File: src/mma_cfg.svh
// Build-time configuration of the matrix multiply-accumulate engine.
// Include this wherever matrix sizes, widths or the FIFO depth are needed.
// The defaults give a 2x2x2 array with 8-bit operands and 32-bit accumulators.
`ifndef MMA_CFG_SVH
`define MMA_CFG_SVH

// A is M by K, B is K by N, C and D are M by N
`define MMA_M 2
`define MMA_N 2
`define MMA_K 2

// Operand element width, must be even for the two half-precision lanes
`define MMA_P 8
`define MMA_ACC_W 32

// Operand FIFO entries, also the number of credits at reset
`define MMA_FIFO_DEPTH 4
`define MMA_CREDIT_W ($clog2(`MMA_FIFO_DEPTH + 1))

`endif

File: src/mma_pkg.sv
// Shared types of the matrix multiply-accumulate engine.
// One operand element is read either as one signed integer or as two
// signed half-width lanes, so it is carried as a packed union.
`include "mma_cfg.svh"

package mma_pkg;

    // Two signed lanes used in half precision
    typedef struct packed {
        logic signed [`MMA_P/2-1:0] hi;
        logic signed [`MMA_P/2-1:0] lo;
    } mma_lanes_t;

    // Full view for full precision, lane view for half precision
    typedef union packed {
        logic signed [`MMA_P-1:0] full;
        mma_lanes_t               lanes;
    } mma_elem_u;

endpackage

File: src/mma_array.sv
// Two-stage pipelined MAC array computing D = A * B + C.
// Stage 1 registers the K element products of every output element and C,
// stage 2 registers their tree sum plus C and presents it with valid_out.
// Each pop from the operand FIFO hands one credit back to the issue stage.
`timescale 1ns/1ns
`include "mma_cfg.svh"

module mma_array (
    input  logic                         clk_i,
    input  logic                         rst,
    input  logic                         fifo_valid,
    input  mma_pkg::mma_elem_u           rd_a [`MMA_M][`MMA_K],
    input  mma_pkg::mma_elem_u           rd_b [`MMA_K][`MMA_N],
    input  logic signed [`MMA_ACC_W-1:0] rd_c [`MMA_M][`MMA_N],
    input  logic                         rd_half,
    input  logic                         ready_out,
    output logic                         fifo_rd,
    output logic                         credit_return,
    output logic                         valid_out,
    output logic signed [`MMA_ACC_W-1:0] d [`MMA_M][`MMA_N]
);
    import mma_pkg::*;

    localparam int prod_w = 2 * `MMA_P;
    localparam int acc_w  = `MMA_ACC_W;

    logic signed [prod_w-1:0] prod    [`MMA_M][`MMA_N][`MMA_K];
    logic signed [prod_w-1:0] s1_prod [`MMA_M][`MMA_N][`MMA_K];
    logic signed [acc_w-1:0]  s1_c    [`MMA_M][`MMA_N];
    logic                     s1_valid;
    logic                     advance;

    // One element product in either precision
    function automatic logic signed [prod_w-1:0] elem_mul(
        input mma_elem_u x,
        input mma_elem_u y,
        input logic      half
    );
        logic signed [prod_w-1:0] p_hi;
        logic signed [prod_w-1:0] p_lo;
        logic signed [prod_w-1:0] p_full;
        p_hi   = prod_w'(x.lanes.hi) * prod_w'(y.lanes.hi);
        p_lo   = prod_w'(x.lanes.lo) * prod_w'(y.lanes.lo);
        p_full = prod_w'(x.full) * prod_w'(y.full);
        return half ? (p_hi + p_lo) : p_full;
    endfunction

    // Pairwise reduction, log2(K) levels deep
    function automatic logic signed [acc_w-1:0] tree_sum(
        input logic signed [prod_w-1:0] p [`MMA_K]
    );
        logic signed [acc_w-1:0] lvl [`MMA_K];
        for (int i = 0; i < `MMA_K; i++) begin
            lvl[i] = acc_w'(p[i]);
        end
        for (int s = 1; s < `MMA_K; s = s * 2) begin
            for (int i = 0; i + s < `MMA_K; i = i + 2 * s) begin
                lvl[i] = lvl[i] + lvl[i + s];
            end
        end
        return lvl[0];
    endfunction

    always_comb begin
        for (int m = 0; m < `MMA_M; m++) begin
            for (int n = 0; n < `MMA_N; n++) begin
                for (int k = 0; k < `MMA_K; k++) begin
                    prod[m][n][k] = elem_mul(rd_a[m][k], rd_b[k][n], rd_half);
                end
            end
        end
    end

    // Whole pipeline moves when the output slot is free or being taken
    assign advance       = !valid_out || ready_out;
    assign fifo_rd       = fifo_valid && advance;
    assign credit_return = fifo_rd;

    always_ff @(posedge clk_i) begin
        if (rst) begin
            s1_valid  <= 1'b0;
            valid_out <= 1'b0;
        end else if (advance) begin
            s1_valid  <= fifo_valid;
            valid_out <= s1_valid;
        end
    end

    // Stage 1 operands and stage 2 result
    always_ff @(posedge clk_i) begin
        if (advance) begin
            s1_prod <= prod;
            s1_c    <= rd_c;
            for (int m = 0; m < `MMA_M; m++) begin
                for (int n = 0; n < `MMA_N; n++) begin
                    d[m][n] <= tree_sum(s1_prod[m][n]) + s1_c[m][n];
                end
            end
        end
    end

endmodule

File: src/mma_operand_fifo.sv
// Operand FIFO between the issue stage and the MAC array.
// Stores whole operand sets together with their precision flag and shows
// the head entry first-word fall-through. The issue stage's credits bound
// the occupancy, so there is no full flag and no overflow guard here.
`timescale 1ns/1ns
`include "mma_cfg.svh"

module mma_operand_fifo (
    input  logic                         clk_i,
    input  logic                         rst,
    input  logic                         fifo_wr,
    input  mma_pkg::mma_elem_u           wr_a [`MMA_M][`MMA_K],
    input  mma_pkg::mma_elem_u           wr_b [`MMA_K][`MMA_N],
    input  logic signed [`MMA_ACC_W-1:0] wr_c [`MMA_M][`MMA_N],
    input  logic                         wr_half,
    input  logic                         fifo_rd,
    output logic                         fifo_valid,
    output mma_pkg::mma_elem_u           rd_a [`MMA_M][`MMA_K],
    output mma_pkg::mma_elem_u           rd_b [`MMA_K][`MMA_N],
    output logic signed [`MMA_ACC_W-1:0] rd_c [`MMA_M][`MMA_N],
    output logic                         rd_half
);
    import mma_pkg::*;

    localparam int depth = `MMA_FIFO_DEPTH;
    localparam int ptr_w = (depth > 1) ? $clog2(depth) : 1;

    mma_elem_u                   mem_a    [depth][`MMA_M][`MMA_K];
    mma_elem_u                   mem_b    [depth][`MMA_K][`MMA_N];
    logic signed [`MMA_ACC_W-1:0] mem_c   [depth][`MMA_M][`MMA_N];
    logic                        mem_half [depth];

    logic [ptr_w-1:0]         wr_ptr;
    logic [ptr_w-1:0]         rd_ptr;
    logic [`MMA_CREDIT_W-1:0] count;

    // Wrap at depth, which need not be a power of two
    function automatic logic [ptr_w-1:0] ptr_next(input logic [ptr_w-1:0] p);
        if (p == ptr_w'(depth - 1)) begin
            return '0;
        end
        return p + 1'b1;
    endfunction

    // Storage
    always_ff @(posedge clk_i) begin
        if (fifo_wr) begin
            mem_a[wr_ptr]    <= wr_a;
            mem_b[wr_ptr]    <= wr_b;
            mem_c[wr_ptr]    <= wr_c;
            mem_half[wr_ptr] <= wr_half;
        end
    end

    always_ff @(posedge clk_i) begin
        if (rst) begin
            wr_ptr <= '0;
            rd_ptr <= '0;
            count  <= '0;
        end else begin
            if (fifo_wr) begin
                wr_ptr <= ptr_next(wr_ptr);
            end
            if (fifo_rd) begin
                rd_ptr <= ptr_next(rd_ptr);
            end
            if (fifo_wr && !fifo_rd) begin
                count <= count + 1'b1;
            end else if (!fifo_wr && fifo_rd) begin
                count <= count - 1'b1;
            end
        end
    end

    // Head entry shown without a read request
    assign fifo_valid = (count != '0);
    assign rd_a       = mem_a[rd_ptr];
    assign rd_b       = mem_b[rd_ptr];
    assign rd_c       = mem_c[rd_ptr];
    assign rd_half    = mem_half[rd_ptr];

endmodule

File: src/mma_operand_issue.sv
// Operand issue stage of the MMA engine.
// Accepts transactions with a valid/ready handshake and writes each one into
// the operand FIFO. A credit counter, refilled by the MAC array as it pops,
// keeps the FIFO from ever overflowing.
`timescale 1ns/1ns
`include "mma_cfg.svh"

module mma_operand_issue (
    input  logic                         clk_i,
    input  logic                         rst,
    input  logic                         valid_in,
    input  mma_pkg::mma_elem_u           a [`MMA_M][`MMA_K],
    input  mma_pkg::mma_elem_u           b [`MMA_K][`MMA_N],
    input  logic signed [`MMA_ACC_W-1:0] c [`MMA_M][`MMA_N],
    input  logic                         half_precision,
    input  logic                         credit_return,
    output logic                         ready_in,
    output logic                         fifo_wr,
    output mma_pkg::mma_elem_u           wr_a [`MMA_M][`MMA_K],
    output mma_pkg::mma_elem_u           wr_b [`MMA_K][`MMA_N],
    output logic signed [`MMA_ACC_W-1:0] wr_c [`MMA_M][`MMA_N],
    output logic                         wr_half
);

    localparam logic [`MMA_CREDIT_W-1:0] credit_init = (`MMA_CREDIT_W)'(`MMA_FIFO_DEPTH);

    logic [`MMA_CREDIT_W-1:0] credits;
    logic                     accept;

    // Free FIFO slots decide whether new work may enter
    assign ready_in = (credits != '0);
    assign accept   = valid_in && ready_in;

    // The accepted operand set goes straight into the FIFO
    assign fifo_wr = accept;
    assign wr_a    = a;
    assign wr_b    = b;
    assign wr_c    = c;
    assign wr_half = half_precision;

    // Spend on accept, refill on return, unchanged when both happen
    always_ff @(posedge clk_i) begin
        if (rst) begin
            credits <= credit_init;
        end else if (accept && !credit_return) begin
            credits <= credits - 1'b1;
        end else if (!accept && credit_return) begin
            credits <= credits + 1'b1;
        end
    end

endmodule

File: src/mma_top.sv
// Top level of the streaming matrix multiply-accumulate engine.
// Operands enter through a valid/ready handshake into the issue stage, wait
// in the operand FIFO and leave the MAC array as D = A * B + C, again under
// valid/ready. Credits flow back from the array to the issue stage.
`timescale 1ns/1ns
`include "mma_cfg.svh"

module mma_top (
    input  logic                         clk_i,
    input  logic                         rst,
    input  logic                         valid_in,
    output logic                         ready_in,
    input  mma_pkg::mma_elem_u           a [`MMA_M][`MMA_K],
    input  mma_pkg::mma_elem_u           b [`MMA_K][`MMA_N],
    input  logic signed [`MMA_ACC_W-1:0] c [`MMA_M][`MMA_N],
    input  logic                         half_precision,
    output logic                         valid_out,
    input  logic                         ready_out,
    output logic signed [`MMA_ACC_W-1:0] d [`MMA_M][`MMA_N]
);
    import mma_pkg::*;

    // Issue stage to FIFO
    logic                         fifo_wr;
    mma_elem_u                    wr_a [`MMA_M][`MMA_K];
    mma_elem_u                    wr_b [`MMA_K][`MMA_N];
    logic signed [`MMA_ACC_W-1:0] wr_c [`MMA_M][`MMA_N];
    logic                         wr_half;

    // FIFO to MAC array
    logic                         fifo_valid;
    logic                         fifo_rd;
    mma_elem_u                    rd_a [`MMA_M][`MMA_K];
    mma_elem_u                    rd_b [`MMA_K][`MMA_N];
    logic signed [`MMA_ACC_W-1:0] rd_c [`MMA_M][`MMA_N];
    logic                         rd_half;

    logic                         credit_return;

    mma_operand_issue u_issue (
        .clk_i          (clk_i),
        .rst            (rst),
        .valid_in       (valid_in),
        .a              (a),
        .b              (b),
        .c              (c),
        .half_precision (half_precision),
        .credit_return  (credit_return),
        .ready_in       (ready_in),
        .fifo_wr        (fifo_wr),
        .wr_a           (wr_a),
        .wr_b           (wr_b),
        .wr_c           (wr_c),
        .wr_half        (wr_half)
    );

    mma_operand_fifo u_fifo (
        .clk_i      (clk_i),
        .rst        (rst),
        .fifo_wr    (fifo_wr),
        .wr_a       (wr_a),
        .wr_b       (wr_b),
        .wr_c       (wr_c),
        .wr_half    (wr_half),
        .fifo_rd    (fifo_rd),
        .fifo_valid (fifo_valid),
        .rd_a       (rd_a),
        .rd_b       (rd_b),
        .rd_c       (rd_c),
        .rd_half    (rd_half)
    );

    mma_array u_array (
        .clk_i         (clk_i),
        .rst           (rst),
        .fifo_valid    (fifo_valid),
        .rd_a          (rd_a),
        .rd_b          (rd_b),
        .rd_c          (rd_c),
        .rd_half       (rd_half),
        .ready_out     (ready_out),
        .fifo_rd       (fifo_rd),
        .credit_return (credit_return),
        .valid_out     (valid_out),
        .d             (d)
    );

endmodule

File: config.mk
export PLATFORM = sky130hd
export DESIGN_NAME = mma_top
export DESIGN_NICKNAME = d
export VERILOG_FILES = /design/src/mma_pkg.sv /design/src/mma_array.sv /design/src/mma_operand_fifo.sv /design/src/mma_operand_issue.sv /design/src/mma_top.sv
export VERILOG_INCLUDE_DIRS = /design/src /design/src/src
export SDC_FILE = /design/constraint.sdc
export NUM_CORES = 2
export LEC_CHECK = 0
export ABC_AREA = 0
export ABC_CLOCK_PERIOD_IN_PS = 15460
export BUFFER_PORTS_ARGS = -buffer_cell sky130_fd_sc_hd__buf_2
export CAP_MARGIN = 20
export CORE_MARGIN = 2
export CORE_UTILIZATION = 64
export CTS_CLUSTER_DIAMETER = 50
export DETAILED_ROUTE_END_ITERATION = 10
export PLACE_DENSITY = 0.9
export RECOVER_POWER = 25
export REMOVE_ABC_BUFFERS = 1
export SLEW_MARGIN = 20
export SYNTH_ARGS = -nofsm -noshare
export SYNTH_HDL_FRONTEND = slang
export SYNTH_HIERARCHICAL = 1
export SYNTH_SLANG_ARGS = --single-unit
File: constraint.sdc
create_clock -name clk_i -period 15.46 [get_ports clk_i]
set_clock_uncertainty 0.05 [all_clocks]
set_input_delay 0.773 -clock clk_i [delete_from_list [all_inputs] [get_ports clk_i]]
set_output_delay 0.773 -clock clk_i [all_outputs]
set_load 0.01 [all_outputs]
==> results.cfg <==
[detailed_routing]
drtIter0Drc = 4193
firstDrtPassIters = 6
via_per_inst = 5.94
antenna_left = 0
vias = 47300
drt_drc_violations_left = 0
routedWlPerCell_um = 22.8
wirelength_um = 182000

[worst_setup_path]
endpoint_kind = flop
r2r-end = u_array/s1_prod[25]$_DFFE_PN_
r2r_cells = 17
critPathLaunchType = flop
critical_path_class = flop to flop
r2r_setup_slack_ns = 7.64
worst-path-max-fanout = 67
cp.required_ns = 15.87
crit_path_end = u_array/s1_prod[25]$_DFFE_PN_
arrival_ns = 8.23

[final_layout]
multi_input_area_um2 = 40200
fillers = 8224
drive_gt1_share_pct = 9.43
fin_nets = 7737
regArea_um2 = 35000
area_growth_pct = 7.29

[logic_synthesis]
synth_top_area_share_pct = 42.9
synth_area_leaders = edfxtp_1 (43%), fa_1 (20%), ha_1 (8.6%)
async_reset_ff_share_pct = 0
syn_area_um2 = 80900
ys_seq_area_share_pct = 43.2
synth_area_per_cell_um2 = 13.4
synth_cells = 6041
yosysWarningCount = 6
synth_ff_type = edfxtp_1
synth.distinct_cells = 79
ys_seq_elements = 1170
synth_edf_count = 1156
synth_top_area_cell = edfxtp_1

[timing]
setup-violations-final = 0
fin_crit_sh_pct = 50.6
finalHoldViolations = 0
rsz0062_at_grt = false
fmaxAchievable_mhz = 128
worstMarginPinSlew_ns = 1.16
drv_slew = 0
final.setup.tns_ns = 0
maxSlewHeadroom_pct = 22.1
holdWs_ns = 0.173
layout_min_cycle_time_ns = 7.82

[clock_tree]
clk_latency_ns = 0.78
clk_transition_reported_paths_ns = 0.06
cts_made_buffers = 133
postCtsSetupBuffers = 0
cts_max_level = 4
cts.repair.resized = 0
cts_tree = done
cts_buffer_depth = 3
postCtsHoldBufs = 0
cts-root-buf = clkbuf_16
cts.sinks = 1170

[placed_design]
dp_hpwl_um = 131000
place_congestion = 0.959
port_buffers = 326

[run_status]
outcome = completed

[global_routing]
grt_max_degree = 116
antenna_found_initial = 25
grt_pass1_vias = 51600
grt_overflow = 0
grt_pass1_wl_um = 287000
grt_use_total_pct = 28.9

[floorplan]
fp.dieH_um = 360
die_w_um = 360
initial_core_util_pct = 64.5
die_area_um2 = 129000
rows = 130
core_area_um2 = 126000
io_pins = 327

[run]
cap_violations = 0

[hold_path]
hp-class = input port to flop
worst max-delay path: stages, from the launching register on:
cell and delay [ns]:
dfxtp_4 0.81, buf_4 0.53, buf_4 0.83, mux4_2 1.00, nand2b_1 0.27, fa_1 0.54
fa_1 0.59, fa_1 0.43, fa_1 0.50, inv_1 0.04, ha_1 0.31, a21boi_0 0.28
o21ai_0 0.16, a21boi_0 0.27, o21a_1 0.17, o21ai_0 0.08, nand3b_1 0.29, o21ai_0 0.21
layout by cell type, fill, tap and decap left out, drive strengths merged, types with 13 or more instances in the layout:
master / count
edfxtp: 1156
inv: 950
fa: 790
ha: 555
and2: 348
clkbuf: 321
nand2: 228
xnor2: 218
mux4: 193
buf: 188
o21ai: 165
a21oi: 159
nor2: 153
a21o: 114
xor2: 80
nor3: 76
nor2b: 73
clkinv: 60
nand2b: 56
o21a: 52
a21boi: 50
o31ai: 49
nand3: 21
or2: 19
diode: 14
and3: 14
o211ai: 14
mux2: 14
dfxtp: 14
a211oi: 14
o21bai: 13
flip-flops by register name (all words and copies together) (netlist names), named ones only:
| register | flops |
|---|---|
| u_fifo/mem_half | 4 |
| u_issue/credits | 3 |
| u_array/s1_c | 128 |
| u_fifo/wr_ptr | 2 |
| u_array/s1_valid | 1 |
| u_array/d | 128 |
| u_fifo/mem_c | 512 |
| u_array/s1_prod | 128 |
| u_fifo/mem_a | 128 |
| u_fifo/count | 3 |
| u_array/valid_out | 1 |
| u_fifo/rd_ptr | 2 |
| u_fifo/mem_b | 128 |
final cells by class:
| type | instances | share of cell area [%] |
|---|---|---|
| multi-input combinational | 3600 | 46.3 |
| inverter | 931 | 4.02 |
| tap | 1650 | 2.38 |
| timing repair buffer | 359 | 1.96 |
| clock buffer | 150 | 3.91 |
| sequential | 1170 | 40.3 |
| antenna | 14 | 0.0403 |
| clock inverter | 91 | 1.07 |
synth_stat cells, types with 6 or more instances:
master / n
o21bai_1: 12
a21boi_0: 48
a2111oi_2: 6
nor3_1: 76
and2_1: 348
mux4_1: 42
o31ai_1: 48
xnor2_1: 218
o21a_1: 52
nand2b_1: 56
nor2b_1: 73
or3_1: 12
nand2_1: 228
mux4_2: 151
edfxtp_1: 1156
nand3b_1: 8
o21ai_1: 6
clkbuf_1: 102
and3_1: 14
nand3_1: 21
a211o_1: 12
a31oi_1: 9
buf_4: 194
a211oi_1: 10
or2_2: 19
o21ai_0: 158
fa_1: 790
buf_1: 6
nand4_1: 8
inv_1: 931
dfxtp_1: 14
xor2_1: 80
a21o_1: 114
a21oi_1: 158
nor2_1: 153
mux2i_1: 6
o211ai_1: 14
buf_6: 12
or4_1: 6
nor4_1: 9
o31a_1: 8
mux2_2: 14
ha_1: 555
buf_12: 7
buf_2: 18
worst min-delay path by stage:
| stage | start | endpoint | slack, ns | depth (start not counted) |
|---|---|---|---|---|
| final | c[32] | u_fifo/mem_c[3][32]$_DFFE_PP_ | 0.17 | 1 |
| after global routing | a[7] | u_fifo/mem_a[0][7]$_DFFE_PP_ | 0.17 | 1 |
| after detailed placement | u_array/s1_valid$_SDFFE_PP0N_ | u_array/valid_out$_SDFFE_PP0N_ | 0.41 | 2 |
| after floorplan | u_array/s1_valid$_SDFFE_PP0N_ | u_array/valid_out$_SDFFE_PP0N_ | 0.37 | 2 |
| after CTS | c[127] | u_fifo/mem_c[1][127]$_DFFE_PP_ | 0.09 | 1 |
| after global placement | u_array/s1_valid$_SDFFE_PP0N_ | u_array/valid_out$_SDFFE_PP0N_ | 0.39 | 2 |
metrics by stage:
stage | worst slack (ns) | instances | utilization [%] | area [um^2]
after floorplan | 2.78 | 5701 | - | 78700
after global placement | 7.80 | 7709 | 65.9 | 82700
after detailed placement | 7.68 | 7709 | 65.9 | 82700
after CTS | 7.64 | 7950 | 69.3 | 87000
after global routing | 7.15 | 7961 | 69.2 | 86800
final | 7.64 | 7965 | 69.2 | 86800
per-layer routing:
| layer | global-route usage (%) | share of wire, % |
|---|---|---|
| met5 | 0 | 0.088 |
| met4 | 11.5 | 3.9 |
| met3 | 5.42 | 7.2 |
| met2 | 48.6 | 49 |
| met1 | 37.4 | 39 |
cell families (layout without fill, tap and decap cells):
family                   Yosys count  count (layout)  share of synthesized area (%)
buffers and inverters           1271            1531                           7.09
AND/OR/NAND/NOR                 1038            1038                           6.73
AO/OA/AOI/OAI                    706             706                           5.77
multiplexers                     213             213                           5.83
adder cells (fa/ha/maj)         1345            1345                           28.1
other                              0              14                              0
flip-flops                      1170            1170                           43.2
XOR/XNOR                         298             298                           3.22
Power is not shown: default switching activity piles up to over one toggle a cycle in this logic, so the estimate is an artifact.
